### config.mk
export PLATFORM = sky130hd
export DESIGN_NAME = peripherals_top
export DESIGN_NICKNAME = d
export VERILOG_FILES = /design/src/hw/sfr_pkg.sv /design/src/hw/periph_pkg.sv /design/src/hw/sfr_control_regs.sv /design/src/hw/timer_8051.sv /design/src/hw/interrupt_ctrl.sv /design/src/hw/peripherals_top.sv
export SDC_FILE = /design/constraint.sdc
export NUM_CORES = 1
export LEC_CHECK = 0
export ABC_AREA = 0
export BUFFER_PORTS_ARGS = -buffer_cell sky130_fd_sc_hd__buf_2
export CAP_MARGIN = 20
export CORE_ASPECT_RATIO = 1.2
export CORE_MARGIN = 3
export CORE_UTILIZATION = 25
export CTS_BUF_LIST = sky130_fd_sc_hd__clkbuf_16
export CTS_CLUSTER_DIAMETER = 60
export DETAILED_ROUTE_END_ITERATION = 10
export PLACE_DENSITY_LB_ADDON = 0.08
export RECOVER_POWER = 100
export SLEW_MARGIN = 15
export SYNTH_ARGS = -nofsm -noshare
export SYNTH_HDL_FRONTEND = slang
export SYNTH_SLANG_ARGS = --single-unit
### constraint.sdc
create_clock -name clk -period 1.94 [get_ports clk]
set_input_delay 0.194 -clock clk [delete_from_list [all_inputs] [get_ports clk]]
set_output_delay 0.194 -clock clk [all_outputs]
set_load 0.03 [all_outputs]
### src/hw/sfr_pkg.sv
// ==============================
// SFR addresses and bit positions
// of the 8051 timer/interrupt block
// ==============================
`default_nettype none

package sfr_pkg;

    // ==============================
    // Register addresses
    // ==============================
    localparam logic [7:0] TCON_ADDR = 8'h88;
    localparam logic [7:0] TMOD_ADDR = 8'h89;
    localparam logic [7:0] TL0_ADDR  = 8'h8A;
    localparam logic [7:0] TL1_ADDR  = 8'h8B;
    localparam logic [7:0] TH0_ADDR  = 8'h8C;
    localparam logic [7:0] TH1_ADDR  = 8'h8D;
    localparam logic [7:0] IE_ADDR   = 8'hA8;
    localparam logic [7:0] IP_ADDR   = 8'hB8;

    // TCON flags and run bits
    localparam int TCON_TF1_INDEX = 7;
    localparam int TCON_TR1_INDEX = 6;
    localparam int TCON_TF0_INDEX = 5;
    localparam int TCON_TR0_INDEX = 4;

    // IE enables, EA is the global gate
    localparam int IE_EA_INDEX  = 7;
    localparam int IE_ET1_INDEX = 3;
    localparam int IE_EX1_INDEX = 2;
    localparam int IE_ET0_INDEX = 1;
    localparam int IE_EX0_INDEX = 0;

    // TMOD nibble offsets, then fields inside a nibble
    localparam int TMOD_T1_SHIFT   = 4;
    localparam int TMOD_T0_SHIFT   = 0;
    localparam int TMOD_GATE_INDEX = 3;
    localparam int TMOD_C_T_INDEX  = 2;
    localparam int TMOD_M1_INDEX   = 1;
    localparam int TMOD_M0_INDEX   = 0;

endpackage

`default_nettype wire

### src/hw/periph_pkg.sv
// ==============================
// Peripheral widths, interrupt sources and vectors
// ==============================
`default_nettype none

package periph_pkg;

    // SFR bus data and address width
    localparam int DATA_WIDTH = 8;

    // ==============================
    // Interrupt sources
    // ==============================
    localparam int NUM_OF_INT  = 4;
    localparam int NUM_OF_INTX = 2;

    // Source index, lower index wins within a level
    localparam int INT_EXT0   = 0;
    localparam int INT_TIMER0 = 1;
    localparam int INT_EXT1   = 2;
    localparam int INT_TIMER1 = 3;

    // Standard 8051 vector addresses, one per source
    localparam logic [7:0] INT_VECTOR0 = 8'h03;
    localparam logic [7:0] INT_VECTOR1 = 8'h0B;
    localparam logic [7:0] INT_VECTOR2 = 8'h13;
    localparam logic [7:0] INT_VECTOR3 = 8'h1B;

endpackage

`default_nettype wire

### src/hw/sfr_control_regs.sv
// ==============================
// IE, IP, TMOD and TCON control registers
// TCON timer flags set from overflow pulses
// ==============================
`timescale 1ns/1ps
`default_nettype none

module sfr_control_regs (
    input  wire                                   clk,
    input  wire                                   reset_n,
    input  wire                                   wr_stb_i,
    input  wire                                   wr_we_i,
    input  wire  [periph_pkg::DATA_WIDTH - 1 : 0] wr_adr_i,
    input  wire  [periph_pkg::DATA_WIDTH - 1 : 0] wr_dat_i,
    input  wire                                   timer0_trigger_i,
    input  wire                                   timer1_trigger_i,
    output logic [periph_pkg::DATA_WIDTH - 1 : 0] ie_o,
    output logic [periph_pkg::DATA_WIDTH - 1 : 0] ip_o,
    output logic [periph_pkg::DATA_WIDTH - 1 : 0] tmod_o,
    output logic [periph_pkg::DATA_WIDTH - 1 : 0] tcon_o
);

    logic wr_en;

    // Write takes effect at the edge with strobe and enable high
    assign wr_en = wr_stb_i && wr_we_i;

    // ==============================
    // Plain bus registers
    // ==============================
    always_ff @(posedge clk or negedge reset_n) begin
        if (!reset_n) begin
            ie_o   <= '0;
            ip_o   <= '0;
            tmod_o <= '0;
        end else if (wr_en) begin
            case (wr_adr_i)
                sfr_pkg::IE_ADDR:   ie_o   <= wr_dat_i;
                sfr_pkg::IP_ADDR:   ip_o   <= wr_dat_i;
                sfr_pkg::TMOD_ADDR: tmod_o <= wr_dat_i;
                default: ;
            endcase
        end
    end

    // ==============================
    // TCON
    // ==============================
    // Bus write wins over a flag set in the same cycle
    always_ff @(posedge clk or negedge reset_n) begin
        if (!reset_n) begin
            tcon_o <= '0;
        end else if (wr_en && (wr_adr_i == sfr_pkg::TCON_ADDR)) begin
            tcon_o <= wr_dat_i;
        end else begin
            // Both flags may rise together
            if (timer0_trigger_i) begin
                tcon_o[sfr_pkg::TCON_TF0_INDEX] <= 1'b1;
            end
            if (timer1_trigger_i) begin
                tcon_o[sfr_pkg::TCON_TF1_INDEX] <= 1'b1;
            end
        end
    end

    // Overflow pulses from the timers last one cycle
    trig0_single_cycle: assert property (@(posedge clk) disable iff (!reset_n)
        timer0_trigger_i |=> !timer0_trigger_i);
    trig1_single_cycle: assert property (@(posedge clk) disable iff (!reset_n)
        timer1_trigger_i |=> !timer1_trigger_i);

endmodule

`default_nettype wire

### src/hw/timer_8051.sv
// ==============================
// 8051 timer/counter, TH/TL registers
// Modes 1 and 2, registered overflow pulse
// ==============================
`timescale 1ns/1ps
`default_nettype none

module timer_8051 #(
    parameter logic [periph_pkg::DATA_WIDTH - 1 : 0] REG_ADDR_TH = sfr_pkg::TH0_ADDR,
    parameter logic [periph_pkg::DATA_WIDTH - 1 : 0] REG_ADDR_TL = sfr_pkg::TL0_ADDR
) (
    input  wire                                   clk,
    input  wire                                   reset_n,
    input  wire                                   wr_stb_i,
    input  wire                                   wr_we_i,
    input  wire  [periph_pkg::DATA_WIDTH - 1 : 0] wr_adr_i,
    input  wire  [periph_pkg::DATA_WIDTH - 1 : 0] wr_dat_i,
    input  wire  [3 : 0]                          tmod_nibble_i,
    input  wire                                   run_i,
    input  wire                                   gate_pin_i,
    input  wire                                   event_pulse_i,
    output logic [periph_pkg::DATA_WIDTH - 1 : 0] th_o,
    output logic [periph_pkg::DATA_WIDTH - 1 : 0] tl_o,
    output logic                                  timer_trigger_o
);

    logic gate;
    logic c_t;
    logic mode2;
    logic wr_th;
    logic wr_tl;
    logic count_en;
    logic wrap;

    // ==============================
    // Mode decode
    // ==============================
    assign gate  = tmod_nibble_i[sfr_pkg::TMOD_GATE_INDEX];
    assign c_t   = tmod_nibble_i[sfr_pkg::TMOD_C_T_INDEX];
    // Mode 2 is M1 M0 = 10, modes 0 and 3 fall back to mode 1
    assign mode2 = tmod_nibble_i[sfr_pkg::TMOD_M1_INDEX] &&
                   !tmod_nibble_i[sfr_pkg::TMOD_M0_INDEX];

    assign wr_th = wr_stb_i && wr_we_i && (wr_adr_i == REG_ADDR_TH);
    assign wr_tl = wr_stb_i && wr_we_i && (wr_adr_i == REG_ADDR_TL);

    // Run bit, gate pin when GATE set, event pulses in counter mode
    assign count_en = run_i && (!gate || gate_pin_i) && (!c_t || event_pulse_i);

    // Next count rolls over
    assign wrap = mode2 ? (tl_o == '1) : ({th_o, tl_o} == '1);

    // ==============================
    // Count registers
    // ==============================
    always_ff @(posedge clk or negedge reset_n) begin
        if (!reset_n) begin
            th_o <= '0;
            tl_o <= '0;
        end else if (wr_th || wr_tl) begin
            // Bus write holds the count for this cycle
            if (wr_th) begin
                th_o <= wr_dat_i;
            end
            if (wr_tl) begin
                tl_o <= wr_dat_i;
            end
        end else if (count_en) begin
            if (mode2) begin
                // 8 bit auto-reload from TH
                tl_o <= wrap ? th_o : tl_o + 1'b1;
            end else begin
                {th_o, tl_o} <= {th_o, tl_o} + 1'b1;
            end
        end
    end

    // Overflow pulse, one cycle after the wrapping edge
    always_ff @(posedge clk or negedge reset_n) begin
        if (!reset_n) begin
            timer_trigger_o <= 1'b0;
        end else begin
            timer_trigger_o <= count_en && wrap && !(wr_th || wr_tl);
        end
    end

    trigger_single_cycle: assert property (@(posedge clk) disable iff (!reset_n)
        timer_trigger_o |=> !timer_trigger_o);

endmodule

`default_nettype wire

### src/hw/interrupt_ctrl.sv
// ==============================
// Two-level priority interrupt controller
// ==============================
`timescale 1ns/1ps
`default_nettype none

module interrupt_ctrl (
    input  wire                                   clk,
    input  wire                                   reset_n,
    input  wire  [periph_pkg::NUM_OF_INT - 1 : 0] int_pins_i,
    input  wire  [periph_pkg::DATA_WIDTH - 1 : 0] ie_i,
    input  wire  [periph_pkg::DATA_WIDTH - 1 : 0] ip_i,
    input  wire                                   interrupt_return_i,
    output logic [periph_pkg::DATA_WIDTH - 1 : 0] int_addr_o,
    output logic                                  int_gen_o
);

    localparam int N     = periph_pkg::NUM_OF_INT;
    localparam int IDX_W = $clog2(N);
    // Timer sources arrive as pulses, external ones as levels
    localparam logic [N - 1 : 0] PULSE_SRC =
        N'((1 << periph_pkg::INT_TIMER0) | (1 << periph_pkg::INT_TIMER1));

    logic [N - 1 : 0]     enable_mask;
    logic [N - 1 : 0]     pending_q;
    logic [N - 1 : 0]     eligible;
    logic [N - 1 : 0]     hi_req;
    logic [N - 1 : 0]     lo_req;
    logic [N - 1 : 0]     served;
    logic [IDX_W - 1 : 0] sel;
    logic                 take;
    logic                 take_hi;
    // Bit 1 high level active, bit 0 low level active
    logic [1 : 0]         active_q;

    function automatic logic [IDX_W - 1 : 0] lowest_index(input logic [N - 1 : 0] req);
        logic [IDX_W - 1 : 0] idx;
        idx = '0;
        for (int i = N - 1; i >= 0; i--) begin
            if (req[i]) begin
                idx = IDX_W'(i);
            end
        end
        return idx;
    endfunction

    function automatic logic [periph_pkg::DATA_WIDTH - 1 : 0] vector_of(
        input logic [IDX_W - 1 : 0] idx);
        case (idx)
            periph_pkg::INT_EXT0:   return periph_pkg::INT_VECTOR0;
            periph_pkg::INT_TIMER0: return periph_pkg::INT_VECTOR1;
            periph_pkg::INT_EXT1:   return periph_pkg::INT_VECTOR2;
            default:                return periph_pkg::INT_VECTOR3;
        endcase
    endfunction

    // ==============================
    // Eligibility
    // ==============================
    assign enable_mask[periph_pkg::INT_EXT0]   = ie_i[sfr_pkg::IE_EX0_INDEX];
    assign enable_mask[periph_pkg::INT_TIMER0] = ie_i[sfr_pkg::IE_ET0_INDEX];
    assign enable_mask[periph_pkg::INT_EXT1]   = ie_i[sfr_pkg::IE_EX1_INDEX];
    assign enable_mask[periph_pkg::INT_TIMER1] = ie_i[sfr_pkg::IE_ET1_INDEX];

    assign eligible = pending_q & enable_mask & {N{ie_i[sfr_pkg::IE_EA_INDEX]}};
    assign hi_req   = eligible & ip_i[N - 1 : 0];
    assign lo_req   = eligible & ~ip_i[N - 1 : 0];

    // High request needs no high level active, low needs an idle stack
    always_comb begin
        take    = 1'b0;
        take_hi = 1'b0;
        sel     = '0;
        served  = '0;
        // One idle cycle between vectors
        if (!int_gen_o) begin
            if (!active_q[1] && |hi_req) begin
                take    = 1'b1;
                take_hi = 1'b1;
                sel     = lowest_index(hi_req);
            end else if ((active_q == 2'b00) && |lo_req) begin
                take = 1'b1;
                sel  = lowest_index(lo_req);
            end
        end
        served[sel] = take;
    end

    // ==============================
    // Pending, stack and vector
    // ==============================
    always_ff @(posedge clk or negedge reset_n) begin
        if (!reset_n) begin
            pending_q <= '0;
        end else begin
            // Pulses latch until served, levels follow the pin
            pending_q <= (int_pins_i & ~PULSE_SRC) |
                         (((pending_q & ~served) | int_pins_i) & PULSE_SRC);
        end
    end

    always_ff @(posedge clk or negedge reset_n) begin
        if (!reset_n) begin
            active_q   <= 2'b00;
            int_gen_o  <= 1'b0;
            int_addr_o <= '0;
        end else begin
            int_gen_o <= take;
            if (take) begin
                int_addr_o <= vector_of(sel);
            end
            // Return ends the innermost level
            if (interrupt_return_i) begin
                if (active_q[1]) begin
                    active_q[1] <= 1'b0;
                end else begin
                    active_q[0] <= 1'b0;
                end
            end
            if (take) begin
                active_q[take_hi] <= 1'b1;
            end
        end
    end

    // A return needs an active level to end
    return_with_level: assert property (@(posedge clk) disable iff (!reset_n)
        interrupt_return_i |-> (active_q != 2'b00));

endmodule

`default_nettype wire

### src/hw/peripherals_top.sv
// ==============================
// Timer/interrupt SFR block top level
// Read mux, pin synchronizer, timer-0 toggle output
// ==============================
`timescale 1ns/1ps
`default_nettype none

module peripherals_top (
    input  wire                                    clk,
    input  wire                                    reset_n,
    // Write bus
    input  wire                                    wb_wr_stb_i,
    input  wire                                    wb_wr_we_i,
    input  wire  [periph_pkg::DATA_WIDTH - 1 : 0]  wb_wr_adr_i,
    input  wire  [periph_pkg::DATA_WIDTH - 1 : 0]  wb_wr_dat_i,
    output logic                                   wb_wr_ack_o,
    // Read bus
    input  wire                                    wb_rd_stb_i,
    input  wire  [periph_pkg::DATA_WIDTH - 1 : 0]  wb_rd_adr_i,
    output logic [periph_pkg::DATA_WIDTH - 1 : 0]  wb_rd_dat_o,
    output logic                                   wb_rd_ack_o,
    // Interrupts and timer pins
    input  wire  [periph_pkg::NUM_OF_INTX - 1 : 0] int_x_i,
    input  wire                                    interrupt_return_i,
    input  wire                                    timer_event_pulse_i,
    output logic [periph_pkg::DATA_WIDTH - 1 : 0]  int_addr_o,
    output logic                                   int_gen_o,
    output logic                                   timer_pulse_out_o
);

    logic [periph_pkg::DATA_WIDTH - 1 : 0]  ie, ip, tmod, tcon;
    logic [periph_pkg::DATA_WIDTH - 1 : 0]  th0, tl0, th1, tl1;
    logic                                   timer0_trigger, timer1_trigger;
    logic [periph_pkg::NUM_OF_INTX - 1 : 0] int_x_meta, int_x_sync;
    logic [periph_pkg::NUM_OF_INT - 1 : 0]  int_pins;

    // No wait states on either bus
    assign wb_wr_ack_o = wb_wr_stb_i;
    assign wb_rd_ack_o = wb_rd_stb_i;

    // ==============================
    // Read mux
    // ==============================
    always_comb begin
        case (wb_rd_adr_i)
            sfr_pkg::IE_ADDR:   wb_rd_dat_o = ie;
            sfr_pkg::IP_ADDR:   wb_rd_dat_o = ip;
            sfr_pkg::TMOD_ADDR: wb_rd_dat_o = tmod;
            sfr_pkg::TCON_ADDR: wb_rd_dat_o = tcon;
            sfr_pkg::TH0_ADDR:  wb_rd_dat_o = th0;
            sfr_pkg::TL0_ADDR:  wb_rd_dat_o = tl0;
            sfr_pkg::TH1_ADDR:  wb_rd_dat_o = th1;
            sfr_pkg::TL1_ADDR:  wb_rd_dat_o = tl1;
            default:            wb_rd_dat_o = '0;
        endcase
    end

    sfr_control_regs u_regs (
        .clk              (clk),
        .reset_n          (reset_n),
        .wr_stb_i         (wb_wr_stb_i),
        .wr_we_i          (wb_wr_we_i),
        .wr_adr_i         (wb_wr_adr_i),
        .wr_dat_i         (wb_wr_dat_i),
        .timer0_trigger_i (timer0_trigger),
        .timer1_trigger_i (timer1_trigger),
        .ie_o             (ie),
        .ip_o             (ip),
        .tmod_o           (tmod),
        .tcon_o           (tcon)
    );

    // ==============================
    // Timers
    // ==============================
    // INT0 gates timer 0, INT1 gates timer 1
    timer_8051 #(
        .REG_ADDR_TH (sfr_pkg::TH0_ADDR),
        .REG_ADDR_TL (sfr_pkg::TL0_ADDR)
    ) timer0 (
        .clk             (clk),
        .reset_n         (reset_n),
        .wr_stb_i        (wb_wr_stb_i),
        .wr_we_i         (wb_wr_we_i),
        .wr_adr_i        (wb_wr_adr_i),
        .wr_dat_i        (wb_wr_dat_i),
        .tmod_nibble_i   (tmod[sfr_pkg::TMOD_T0_SHIFT +: 4]),
        .run_i           (tcon[sfr_pkg::TCON_TR0_INDEX]),
        .gate_pin_i      (int_x_sync[0]),
        .event_pulse_i   (timer_event_pulse_i),
        .th_o            (th0),
        .tl_o            (tl0),
        .timer_trigger_o (timer0_trigger)
    );

    timer_8051 #(
        .REG_ADDR_TH (sfr_pkg::TH1_ADDR),
        .REG_ADDR_TL (sfr_pkg::TL1_ADDR)
    ) timer1 (
        .clk             (clk),
        .reset_n         (reset_n),
        .wr_stb_i        (wb_wr_stb_i),
        .wr_we_i         (wb_wr_we_i),
        .wr_adr_i        (wb_wr_adr_i),
        .wr_dat_i        (wb_wr_dat_i),
        .tmod_nibble_i   (tmod[sfr_pkg::TMOD_T1_SHIFT +: 4]),
        .run_i           (tcon[sfr_pkg::TCON_TR1_INDEX]),
        .gate_pin_i      (int_x_sync[1]),
        .event_pulse_i   (timer_event_pulse_i),
        .th_o            (th1),
        .tl_o            (tl1),
        .timer_trigger_o (timer1_trigger)
    );

    // Toggle output, flips on each timer-0 overflow
    always_ff @(posedge clk or negedge reset_n) begin
        if (!reset_n) begin
            timer_pulse_out_o <= 1'b0;
        end else if (timer0_trigger) begin
            timer_pulse_out_o <= ~timer_pulse_out_o;
        end
    end

    // ==============================
    // Interrupts
    // ==============================
    // Two-stage synchronizer for the external pins
    always_ff @(posedge clk or negedge reset_n) begin
        if (!reset_n) begin
            int_x_meta <= '0;
            int_x_sync <= '0;
        end else begin
            int_x_meta <= int_x_i;
            int_x_sync <= int_x_meta;
        end
    end

    assign int_pins[periph_pkg::INT_EXT0]   = int_x_sync[0];
    assign int_pins[periph_pkg::INT_TIMER0] = timer0_trigger;
    assign int_pins[periph_pkg::INT_EXT1]   = int_x_sync[1];
    assign int_pins[periph_pkg::INT_TIMER1] = timer1_trigger;

    interrupt_ctrl u_int_ctrl (
        .clk                (clk),
        .reset_n            (reset_n),
        .int_pins_i         (int_pins),
        .ie_i               (ie),
        .ip_i               (ip),
        .interrupt_return_i (interrupt_return_i),
        .int_addr_o         (int_addr_o),
        .int_gen_o          (int_gen_o)
    );

endmodule

`default_nettype wire

Yosys cells after proc, flatten, opt, wreduce, memory -nomap -nowiden

Cells that the tools add are included.

Add/sub/neg operators: 4
$mul: 0
Div/mod/pow operators: 0
Magnitude comparators: 4
Eq/ne operators: 28
Shifts and indexed selects: 0
Multiplexer cells: 49
Bitwise logic cells: 12
Reductions and logical operators: 50

Operators by type and width:

| cell                                                       | number |
|---|---|
| == test 8 bit, second input constant                       | 18 |
| two-way mux 8 bit                                          | 18 |
| one-hot mux 8 bit (8 select lines)                         | 1 |
| adder 16 x 1 -> 16 bit, second input constant              | 2 |
| == test 16 bit, second input constant                      | 2 |
| two-way mux 2 bit                                          | 13 |
| bitwise AND 4 bit                                          | 6 |
| logical AND 1 bit                                          | 20 |
| adder 8 x 1 -> 8 bit, second input constant                | 2 |
| one-hot mux 5 bit (3 select lines)                         | 1 |
| two-way mux 1 bit                                          | 14 |
| AND reduction 2 bit                                        | 5 |
| zero test 1 bit                                            | 9 |
| inequality test 2 x 1 -> 1 bit, second input constant      | 4 |
| inverter 4 bit                                             | 2 |
| nonzero test 2 bit                                         | 4 |
| OR reduction 4 bit                                         | 2 |
| logical OR 1 bit                                           | 6 |
| AND reduction 3 bit                                        | 2 |
| zero test 2 bit                                            | 2 |
| inequality test 2 bit, second input constant               | 2 |
| OR 3 x 4 -> 4 bit                                          | 1 |
| OR 4 bit                                                   | 1 |
| less-than comparator 2 x 3 -> 1 bit, second input constant | 1 |
| 9 further kinds                                            | 9 |

Register bits: 86
Bits in latches: 0
RAM bits: 0
Memory bits (read-only): 0
Bits of input ports: 33
Output and inout port bits: 20
Word-level logic and storage cells: 166
Memories kept: 0

Depth between registers and ports, before layout

Gate-level depths: netlist of run 1.

Depth after elaboration: 19
Mapped depth: 7

By module

From an unflattened synthesis of run 1, not the netlist that was laid out.

Cell total of the unflattened synthesis: 521
Area, all modules: 5245.0 um2

Modules (own cells, without submodules):

| module              | times used | cells an instance | area each (um2) |
|---|---|---|---|
| sfr_control_regs    | 1          | 78                | 1345.0 |
| timer_8051 (timer1) | 1          | 157               | 1302.5 |
| timer_8051 (timer0) | 1          | 149               | 1272.5 |
| peripherals_top     | 1          | 79                | 742.0 |
| interrupt_ctrl      | 1          | 58                | 583.1 |

Least setup slack after synthesis of run 1

OpenSTA, ideal clock, no wires.

Kind: register -> register
Start: reg timer0.tl_o[0] in the netlist's numbering
End: reg timer0.tl_o[7] in the netlist's numbering
Library setup time: 0.125 ns
Arrival: 1.731 ns
Path slack: 0.084 ns
Stages on the path, launching flop included: 8
Buffers on the path: 1
Clock period less this slack: 1.856 ns
Cells stage by stage: dfrtp_1 ha_1 nand4_1 or2_2 clkbuf_1 o31ai_1 o21ai_0 mux2_2

Longest elaborated chain between the ends: 6
Elaborated cells between the ends (all ways): 9
Classes of those cells: add/sub (2); eq/ne (2); mux (5)

Ends and longest elaborated chain:

| item                                                           | line             | source |
|---|---|---|
| start: declaration                                             | timer_8051.sv:23 | `output logic [periph_pkg::DATA_WIDTH - 1 : 0] tl_o,` |
| start signal: assignment                                       | timer_8051.sv:66 | `tl_o <= wr_dat_i;` |
| start signal: assignment                                       | timer_8051.sv:71 | `tl_o <= wrap ? th_o : tl_o + 1'b1;` |
| start signal: assignment                                       | timer_8051.sv:73 | `{th_o, tl_o} <= {th_o, tl_o} + 1'b1;` |
| branches (longest 3 deep; another with adder 16 x 1 -> 16 bit) | -                |  |
| two-way mux 8 bit *                                            | timer_8051.sv:69 | `if (mode2) begin` |
| two-way mux 8 bit *                                            | timer_8051.sv:68 | `end else if (count_en) begin` |
| two-way mux 8 bit *                                            | timer_8051.sv:60 | `end else if (wr_th \|\| wr_tl) begin` |

Mark *: on every way between the ends. The select of a mux whose other input is x is not followed.
A chain may end at the register's enable or synchronous reset.

Final worst setup path of run 1

Start: in wb_rd_adr_i[6] in the netlist's numbering
End: out wb_rd_dat_o[3] in the netlist's numbering

Longest elaborated chain between the ends: 2
Elaborated cells between the ends (all ways): 9
Classes of those cells: eq/ne (8); mux (1)

Ends and longest elaborated chain:

| item                                 | line                  | source |
|---|---|---|
| start: declaration                   | peripherals_top.sv:19 | `input wire [periph_pkg::DATA_WIDTH - 1 : 0] wb_rd_adr_i,` |
| == test 8 bit                        | peripherals_top.sv:45 | `case (wb_rd_adr_i)` |
| one-hot mux 8 bit (8 select lines) * | peripherals_top.sv:45 |  |
| end: declaration                     | peripherals_top.sv:20 | `output logic [periph_pkg::DATA_WIDTH - 1 : 0] wb_rd_dat_o,` |

Every way passes the cells marked *; elsewhere a longest branch is shown, timed or not.

==> tab_implementation.tex, run 1 <==
\begin{tabular}{lr}
\hline
Metric & Value \\
\hline
\multicolumn{2}{l}{\textbf{Status}} \\
\quad Result of the run & finished, final reports clean \\
\multicolumn{2}{l}{\textbf{Floorplanning}} \\
\quad Site Rows & 55 \\
\quad Chip Width & 134 um \\
\quad Effective utilization at floorplan & 0.258 \\
\quad Overall die area & approximately 21000 um2 \\
\quad Area of the core region & about 19000 um2 \\
\quad Top Ports & 53 \\
\quad Vertical extent of the die & $\sim$160 um \\
\multicolumn{2}{l}{\textbf{Route}} \\
\quad Drt drc & 0 \\
\quad Number of DRC markers in iteration 0 & 359 \\
\quad Post-Route WL & approximately 18000 um \\
\quad ANT nets after route & 0 \\
\quad Vias after detailed routing & roughly 4600 \\
\quad Via count normalized by instance count & 5.26 \\
\quad Average wire per standard cell & 20.4 um \\
\quad First-pass DRT Iterations & 6 \\
\multicolumn{2}{l}{\textbf{Power}} \\
\quad Net switching power figure & 1.18 mW \\
\quad Sw Share & 0.279 \\
\quad Part of the power in the clock network & 0.412 \\
\quad Power consumption & roughly 4.2 mW \\
\quad Relative contribution of sequential cells to total power & 0.434 \\
\quad Leakage & approximately 2.7 nW \\
\quad VDD IR max & 0.000405 V \\
\quad Internal Power & between 3 and 4 mW \\
\quad Power density cells & about 680 nW/um2 \\
\quad Share of total power in combinational logic & 0.153 \\
\multicolumn{2}{l}{\textbf{Finish}} \\
\quad Combined area of the multi-input logic cells & around 2800 um2 \\
\quad Share of post-route cells with drive strength above 1 & 0.269 \\
\quad Area delta synth->final & 25.9\% \\
\quad Core utilization of the finished layout & 0.325 \\
\quad \# diodes & 0 \\
\quad Count of non-filler cells in the finished layout & slightly below 900 \\
\quad Filler cell count & 2029 \\
\quad Register area & slightly above 2000 um2 \\
\quad Fin nets & 650 \\
\multicolumn{2}{l}{\textbf{Timing}} \\
\quad RSZ-0062 raised after global routing & true \\
\quad Minimum clock period after layout & roughly 1900 ps \\
\quad Setup-violating endpoint count in the final report & 0 \\
\quad Slew margin rel. & 0.157 \\
\quad Final hold violation count & 0 \\
\quad Count of final max-slew check failures & 0 \\
\quad Actual slew at the worst max-slew pin & 1270 ps \\
\quad Final cycle utilization of the critical path & 0.970 \\
\quad Worst setup skew after layout & 5.94 ps \\
\quad Maximum frequency from static timing analysis & 531 MHz \\
\multicolumn{2}{l}{\textbf{Placement}} \\
\quad Sum of net half-perimeters after detailed placement & about 14000 um \\
\quad Count of buffers inserted at the top-level ports & 46 \\
\quad Total instance count after detailed placement & 853 \\
\quad Routability Congestion & 0.844 \\
\multicolumn{2}{l}{\textbf{Critical path}} \\
\quad Kind of launch point of the worst setup path & input pin \\
\quad CP Max Fanout & 8 \\
\quad CP required & 1750 ps \\
\quad Class of the most critical setup path & input pin to output port \\
\quad Worst endpoint data arrival time & 1690 ps \\
\quad Register-to-register setup slack & 90 ps \\
\quad Endpoint kind of the worst setup timing path & output port \\
\multicolumn{2}{l}{\textbf{Logic synthesis}} \\
\quad FFs w/ async S/R, synth & 1.00 \\
\quad Seq cells post-synth & a little over 80 \\
\quad Share of synthesized area occupied by flip-flops and latches & 0.412 \\
\quad Cell type with the largest total area after synthesis & dfrtp\_1 \\
\quad Synth warn & 0 \\
\quad Most frequent cells after synthesis & dfrtp\_1, nand2\_1, nor2\_1 \\
\quad Number of instances in the synthesized netlist & between 500 and 600 \\
\quad Count of distinct cell types in the synthesized netlist & 72 \\
\quad Number of flops mapped to enable cells by yosys & 0 \\
\quad Most frequently used flop master after synthesis & dfrtp\_1 \\
\quad Synth area leaders & dfrtp\_1, mux2\_2, nand2\_1 \\
\quad Total standard cell area after synthesis & 4920 um2 \\
\quad Average cell area after synthesis & 9.52 um2 \\
\quad Top-area cell type share of the netlist area & 0.412 \\
\quad Most numerous cell in the Yosys netlist & dfrtp\_1 \\
\multicolumn{2}{l}{\textbf{Global routing}} \\
\quad Final global-route overflow total & 0 \\
\quad GRT Overall Usage & 0.171 \\
\quad Pin count of the biggest net entering global routing & 44 \\
\quad Number of antenna violations at the first check in global routing & 0 \\
\quad Vias in the first global route & approximately 4700 \\
\quad First-pass GRT wire length & around 28000 um \\
\multicolumn{2}{l}{\textbf{Clocking}} \\
\quad CTS H-tree lvls & 3 \\
\quad Clock tree buffer depth & 2 \\
\quad Clock Tree Root & clkbuf\_16 \\
\quad Clock Pin Slew Worst Setup and Hold Paths & 70 ps \\
\quad TritonCTS clock tree & yes \\
\quad Worst-skew pair later-pin latency & 350 ps \\
\quad TritonCTS Buffers & 9 \\
\quad Clk sink count & 81 \\
\multicolumn{2}{l}{\textbf{Min path}} \\
\quad Hold WC Path Type & input pin to flip-flop \\
\multicolumn{2}{l}{\textbf{Flow run}} \\
\quad Max\_cap viols & 0 \\
\hline
\end{tabular}
## per-stage QoR
step	setup TNS [ps]	setup WS [ps]	hold slack (ps)	cell area [um2]
2_1_floorplan	0	83.9	-102	4930
3_3_place_gp	-88.4	-82.2	104	5810
3_5_place_dp	-71.3	-71.3	115	5810
4_1_cts	-1.52	-1.52	135	6170
5_1_grt	-102	-20.0	180	6190
6_report	0	58.2	152	6190
## power by group through the flow
stage               clock network [mW]  logic, mW  registers (mW)
global placement                     0      0.651            1.87
finish                            1.74      0.648            1.84
floorplan                            0      0.290            1.89
global route                      1.87      0.718            1.85
CTS                               1.81      0.660            1.84
detailed placement                   0      0.649            1.87
## registers in the layout, indices dropped and copies added (netlist names)
register,flops
u_regs.ie_o,8
int_x_sync,2
u_int_ctrl.active_q,2
timer_pulse_out_o,1
u_regs.tcon_o,8
u_int_ctrl.pending_q,4
u_int_ctrl.int_addr_o,3
timer0.tl_o,8
timer1.th_o,8
timer0.timer_trigger_o,1
timer1.timer_trigger_o,1
timer1.tl_o,8
u_regs.tmod_o,8
u_regs.ip_o,8
timer0.th_o,8
int_x_meta,2
u_int_ctrl.int_gen_o,1
## layout by cell type, fill, tap and decap left out, types with 9 or more instances in the layout
cell,instances
dfrtp_1,80
buf_4,51
nand2_1,41
nor2_1,33
buf_2,31
nand3_1,30
mux2_2,29
a21oi_1,28
o21ai_0,26
a31oi_1,21
nand4_1,16
clkbuf_1,16
inv_1,14
nand2b_1,13
mux2i_1,12
clkbuf_16,9
## final timing paths
path,from,end,cells past startpoint
min in group asynchronous,reset_n,timer_pulse_out_o,2
hold reg to reg,int_x_meta[0],int_x_sync[0],0
setup reg to reg,u_regs.ie_o[7],u_int_ctrl.int_addr_o[3],4
hold / removal,interrupt_return_i,u_int_ctrl.active_q[1],3
max in group asynchronous,reset_n,u_regs.ie_o[7],3
setup / recovery,wb_rd_adr_i[6],wb_rd_dat_o[3],9
## critical path, cell delays in order
cell,delay (ps)
buf_2,120
nor4b_4,360
nand3_1,150
nor3_1,160
buf_4,200
a221oi_2,70
clkbuf_4,160
nand3_1,100
buf_4,170
## repair_timing
item / in CTS / in global routing
resized for setup: 5 / 23
pin swaps: 0 / 4
hold buffers: 3 / 0
endpoints found under the hold margin: 20 / 0
buffers inserted: 0 / 4
endpoints found under the setup margin: 6 / 24
## logic make-up (layout without fill, tap and decap cells)
group           count (synthesis)  in the layout  synth area share
compound gates                149            149             0.211
mux                            41             41            0.0908
buf+inv                        43            143            0.0442
simple gates                  192            192             0.222
flops                          81             81             0.412
fa+ha+maj                       2              2           0.00508
other cells                     1              4          0.000762
xor+xnor                        8              8            0.0142
## metal layers
layer	global-route usage	part of all wire	vias to the layer above
met3	0.0217	0.029	28
met4	0.0681	0.028	0
met2	0.285	0.50	95
met5	0	0	-
li1	-	-	2176
met1	0.224	0.45	2306
## layout make-up
| cell class | instances | area share |
|---|---|---|
| multi-input cells | 396 | 0.446 |
| well taps | 256 | 0.0517 |
| repair buffers | 114 | 0.119 |
| clock inverters | 7 | 0.0115 |
| flip-flops and latches | 81 | 0.327 |
| inverters | 13 | 0.00788 |
| clock buffers | 9 | 0.0364 |
Power figures use the tool's default switching activity.
==> run 2, diff against run 1 <==
MAX_ROUTING_LAYER = met4   (was unset)
SYNTH_HIERARCHICAL = 1   (was unset)
clock period = 1.7 ns   (was 1.94 ns; I/O delays follow)
==> run 2 against run 1 <==
Effect of this change: the flow now finishes with violations (setup timing); sequential share of layout area is 6.6 points lower; first-iteration DRC count shrank 39%; sequential power rose by 25%; final cell count grew 13%; via count grew 10%; non-clock buffer count is 99 higher; cell area up 26%; global-route usage grew 0.99 points; largest power group is now combinational logic.
==> tab_implementation.tex, run 2 <==
\begin{tabular}{lr}
\hline
Metric & Value \\
\hline
\multicolumn{2}{l}{\textbf{Global routing}} \\
\quad GRT Overall Usage & 0.181 (+0.00994) \\
\quad First-pass GRT wire length & 30600 um (+8.8\%) \\
\quad Number of antenna violations at the first check in global routing & 0 (unchanged) \\
\quad Final global-route overflow total & 0 (unchanged) \\
\quad Pin count of the biggest net entering global routing & 36 (-18\%) \\
\quad Vias in the first global route & 5172 (+9.7\%) \\
\multicolumn{2}{l}{\textbf{Timing}} \\
\quad Actual slew at the worst max-slew pin & 923 ps (-342 ps) \\
\quad Final cycle utilization of the critical path & 1.18 \\
\quad Minimum clock period after layout & about 2000 ps \\
\quad Final hold violation count & 0 (unchanged) \\
\quad Worst setup skew after layout & 5.91 ps (-0.0381 ps) \\
\quad Slew margin rel. & 0.385 (+0.228) \\
\quad Worst setup slack after layout & -303 ps (-361 ps) \\
\quad Maximum frequency from static timing analysis & 499 MHz \\
\quad RSZ-0062 raised after global routing & true \\
\quad Setup-violating endpoint count in the final report & 24 (+24) \\
\quad Count of final max-slew check failures & 0 (unchanged) \\
\quad Fin Setup TNS & -2910 ps (-2910 ps) \\
\multicolumn{2}{l}{\textbf{Finish}} \\
\quad Combined area of the multi-input logic cells & 3420 um2 (+24\%) \\
\quad Share of post-route cells with drive strength above 1 & 0.490 (+0.220) \\
\quad Fin nets & 753 (+16\%) \\
\quad \# diodes & 0 (unchanged) \\
\quad Most common cell after layout, fill and taps aside & buf\_4 \\
\quad Most used cells in the layout excluding fill and tap cells & buf\_4, dfrtp\_1, buf\_6, buf\_2, nand2\_1 \\
\quad Area delta synth->final & 48.3\% \\
\quad Count of non-filler cells in the finished layout & 988 (+13\%) \\
\quad Filler cell count & 2132 (+5.1\%) \\
\quad Post-route cell area & 7780 um2 (+26\%) \\
\quad Register area & 2030 um2 (+0.31\%) \\
\multicolumn{2}{l}{\textbf{Power}} \\
\quad Relative contribution of sequential cells to total power & 0.346 (-0.088) \\
\quad VDD IR max & 0.000595 V (+47\%) \\
\quad Share of total power in combinational logic & 0.374 (+0.221) \\
\quad Net switching power figure & 2.15 mW (+82\%) \\
\quad Part of the power in the clock network & 0.280 (-0.132) \\
\quad Internal Power & 4.50 mW (+48\%) \\
\quad Power density cells & 855 nW/um2 (+25\%) \\
\quad Sw Share & 0.323 (+0.0443) \\
\quad Leakage & 3.46 nW (+26\%) \\
\multicolumn{2}{l}{\textbf{Clocking}} \\
\quad TritonCTS Buffers & 9 (unchanged) \\
\quad Worst-skew pair later-pin latency & 350 ps (about the same) \\
\quad CTS H-tree lvls & 3 (unchanged) \\
\quad Clock tree buffer depth & 2 (unchanged) \\
\quad TritonCTS clock tree & yes \\
\quad Clk sink count & 81 (unchanged) \\
\quad Clock Tree Root & clkbuf\_16 \\
\quad Clock Pin Slew Worst Setup and Hold Paths & 70 ps (about the same) \\
\multicolumn{2}{l}{\textbf{Route}} \\
\quad ANT nets after route & 0 (unchanged) \\
\quad Via count normalized by instance count & 5.14 (-2.3\%) \\
\quad Drt drc & 0 (unchanged) \\
\quad First-pass DRT Iterations & 5 (-1) \\
\quad Post-Route WL & 20100 um (+12\%) \\
\quad Vias after detailed routing & 5076 (+10\%) \\
\quad Average wire per standard cell & 20.4 um (-0.28\%) \\
\quad Number of DRC markers in iteration 0 & 218 (-39\%) \\
\multicolumn{2}{l}{\textbf{Placement}} \\
\quad Routability Congestion & 0.876 (+3.8\%) \\
\quad Count of buffers inserted at the top-level ports & 46 (unchanged) \\
\quad Sum of net half-perimeters after detailed placement & 14500 um (+5.6\%) \\
\quad Dpl ws & -410 ps (-338 ps) \\
\quad Total instance count after detailed placement & 931 (+9.1\%) \\
\quad Placed cell areas & 6660 um2 (+15\%) \\
\multicolumn{2}{l}{\textbf{Critical path}} \\
\quad CP required & 1530 ps (-220 ps) \\
\quad Worst endpoint data arrival time & 1830 ps (+140 ps) \\
\quad Cell chain of the critical path & buf\_4 -> mux2\_2 -> a22oi\_2 -> o22a\_1 -> o21ai\_1 -> buf\_4 \\
\quad Number of buffer and inverter instances along the worst setup path & 2 (-2) \\
\quad Kind of launch point of the worst setup path & flip-flop \\
\quad Endpoint kind of the worst setup timing path & output port \\
\quad Delay of the slowest critical-path stage & 410 ps (+50 ps) \\
\quad Family of cells with the greatest summed delay on the critical path & compound AO/OA/AOI/OAI gates \\
\quad CP Max Fanout & 2 (-6) \\
\quad Worst path most repeated cell & buf\_4 \\
\quad Max stage delay cell, worst path & dfrtp\_1 \\
\quad Class of the most critical setup path & flip-flop to output port \\
\multicolumn{2}{l}{\textbf{Logic synthesis}} \\
\quad FFs w/ async S/R, synth & 1.00 (unchanged) \\
\quad Most frequent cells after synthesis & dfrtp\_1, mux2\_2, nand2\_1 \\
\quad Top-area cell type share of the netlist area & 0.386 (-0.0254) \\
\quad Average cell area after synthesis & 10.1 um2 (+5.8\%) \\
\quad Count of distinct cell types in the synthesized netlist & 76 (+5.6\%) \\
\quad Synth warn & 6 (+6) \\
\quad Share of synthesized area occupied by flip-flops and latches & 0.386 (-0.0254) \\
\quad Number of flops mapped to enable cells by yosys & 0 (unchanged) \\
\quad Synth area leaders & dfrtp\_1, mux2\_2, mux2\_4 \\
\quad Most frequently used flop master after synthesis & dfrtp\_1 \\
\quad Total standard cell area after synthesis & 5250 um2 (+6.6\%) \\
\quad Seq cells post-synth & 81 (unchanged) \\
\quad Number of instances in the synthesized netlist & 521 (+0.77\%) \\
\quad Most numerous cell in the Yosys netlist & dfrtp\_1 \\
\quad Cell type with the largest total area after synthesis & dfrtp\_1 \\
\multicolumn{2}{l}{\textbf{Flow run}} \\
\quad Max\_cap viols & 0 (unchanged) \\
\multicolumn{2}{l}{\textbf{Floorplanning}} \\
\quad Area of the core region & 20400 um2 (+7.0\%) \\
\quad Effective utilization at floorplan & 0.257 (-0.00101) \\
\quad Top Ports & 53 (unchanged) \\
\quad Vertical extent of the die & 165 um (+3.1\%) \\
\quad Overall die area & 22800 um2 (+6.3\%) \\
\quad Site Rows & 57 (+3.6\%) \\
\quad Chip Width & 138 um (+3.1\%) \\
\multicolumn{2}{l}{\textbf{Min path}} \\
\quad Hold WC Path Type & input pin to flip-flop \\
\multicolumn{2}{l}{\textbf{Status}} \\
\quad Violations in the final reports & setup timing \\
\quad Result of the run & finished, violations left \\
\hline
\end{tabular}
[run 2: cell types whose count changed in the layout (fill, tap and decap cells not counted), sizes merged, moves of 7 or more]
cell and delta:
clkbuf -9, o211ai +7, a31oi -13, o21ai +7, a22oi +20, mux2 +21, a221oi -8, buf +108
a222oi -8, nand2 -9, nor2 -12
[run 2: final cells by class]
type / instances / area share
multi-input combinational: 398 / 0.439
inverter: 15 / 0.00724
clock buffer: 9 / 0.0290
timing repair buffer: 213 / 0.214
sequential: 81 / 0.262
clock inverter: 7 / 0.00611
tap: 265 / 0.0426
[run 2: routing by layer]
layer | wire [um] | global-route usage | vias up
met5 | 0 | - | -
met4 | 602 | 0.0768 | 0
met3 | 654 | 0.0206 | 28
met2 | 10300 | 0.312 | 111
met1 | 8540 | 0.215 | 2541
li1 | - | - | 2396
[run 2: kinds of logic after synthesis]
group | after synthesis | share of synthesized area
other | 1 | 0.000715
AOI/OAI and AO/OA | 147 | 0.196
buffers and inverters | 47 | 0.0541
and+or+nand+nor | 171 | 0.198
muxes | 65 | 0.147
adders and majority gates | 2 | 0.00477
xor gates and xnor gates | 7 | 0.0117
DFF | 81 | 0.386
[run 2: path summary, 6_finish.rpt]
kind	from	end	slack [ps]	depth (start not counted)
max	u_regs/tmod_o[7]	wb_rd_dat_o[7]	-300	6
min	interrupt_return_i	u_int_ctrl/active_q[1]	140	3
max reg2reg	timer1/tl_o[0]	timer1/tl_o[1]	-190	9
min reg2reg	int_x_meta[1]	int_x_sync[1]	350	0
max in group asynchronous	reset_n	timer1/tl_o[6]	310	3
min in group asynchronous	reset_n	int_x_sync[1]	520	2
[run 2: worst register-to-register path, delay by kind of cell (launching register included)]
kind | cells | cell delay [ps]
buffers and inverters | 3 | 360
AND/OR/NAND/NOR | 2 | 330
multiplexers | 2 | 440
adder cells (fa/ha/maj) | 1 | 150
AO/OA/AOI/OAI | 1 | 90
flip-flops | 1 | 400
[run 2: per-stage QoR]
stage / utilization / total power, mW / hold slack [ps]
2_1_floorplan: - / 3.14 / -126
3_3_place_gp: 0.326 / 4.05 / 159
3_5_place_dp: 0.326 / 4.06 / 162
4_1_cts: 0.367 / 6.34 / 130
5_1_grt: 0.381 / 7.02 / 144
6_report: 0.381 / 6.65 / 143
[run 2: power by group through the flow]
stage	clock network [mW]	registers, mW	logic, mW
after floorplan	0	2.30	0.838
after global placement	0	2.32	1.73
after detailed placement	0	2.31	1.75
after CTS	1.93	2.28	2.13
after global routing	2.01	2.32	2.69
final	1.86	2.30	2.49
[run 2: repair_timing]
item | 4_1_cts | 5_1_grt
endpoints found under the setup margin | 39 | 43
cloned | 2 | 0
pin swaps | 29 | 46
hold buffers | 3 | 0
endpoints found under the hold margin | 35 | 0
resized for setup | 79 | 80
setup buffers | 20 | 18
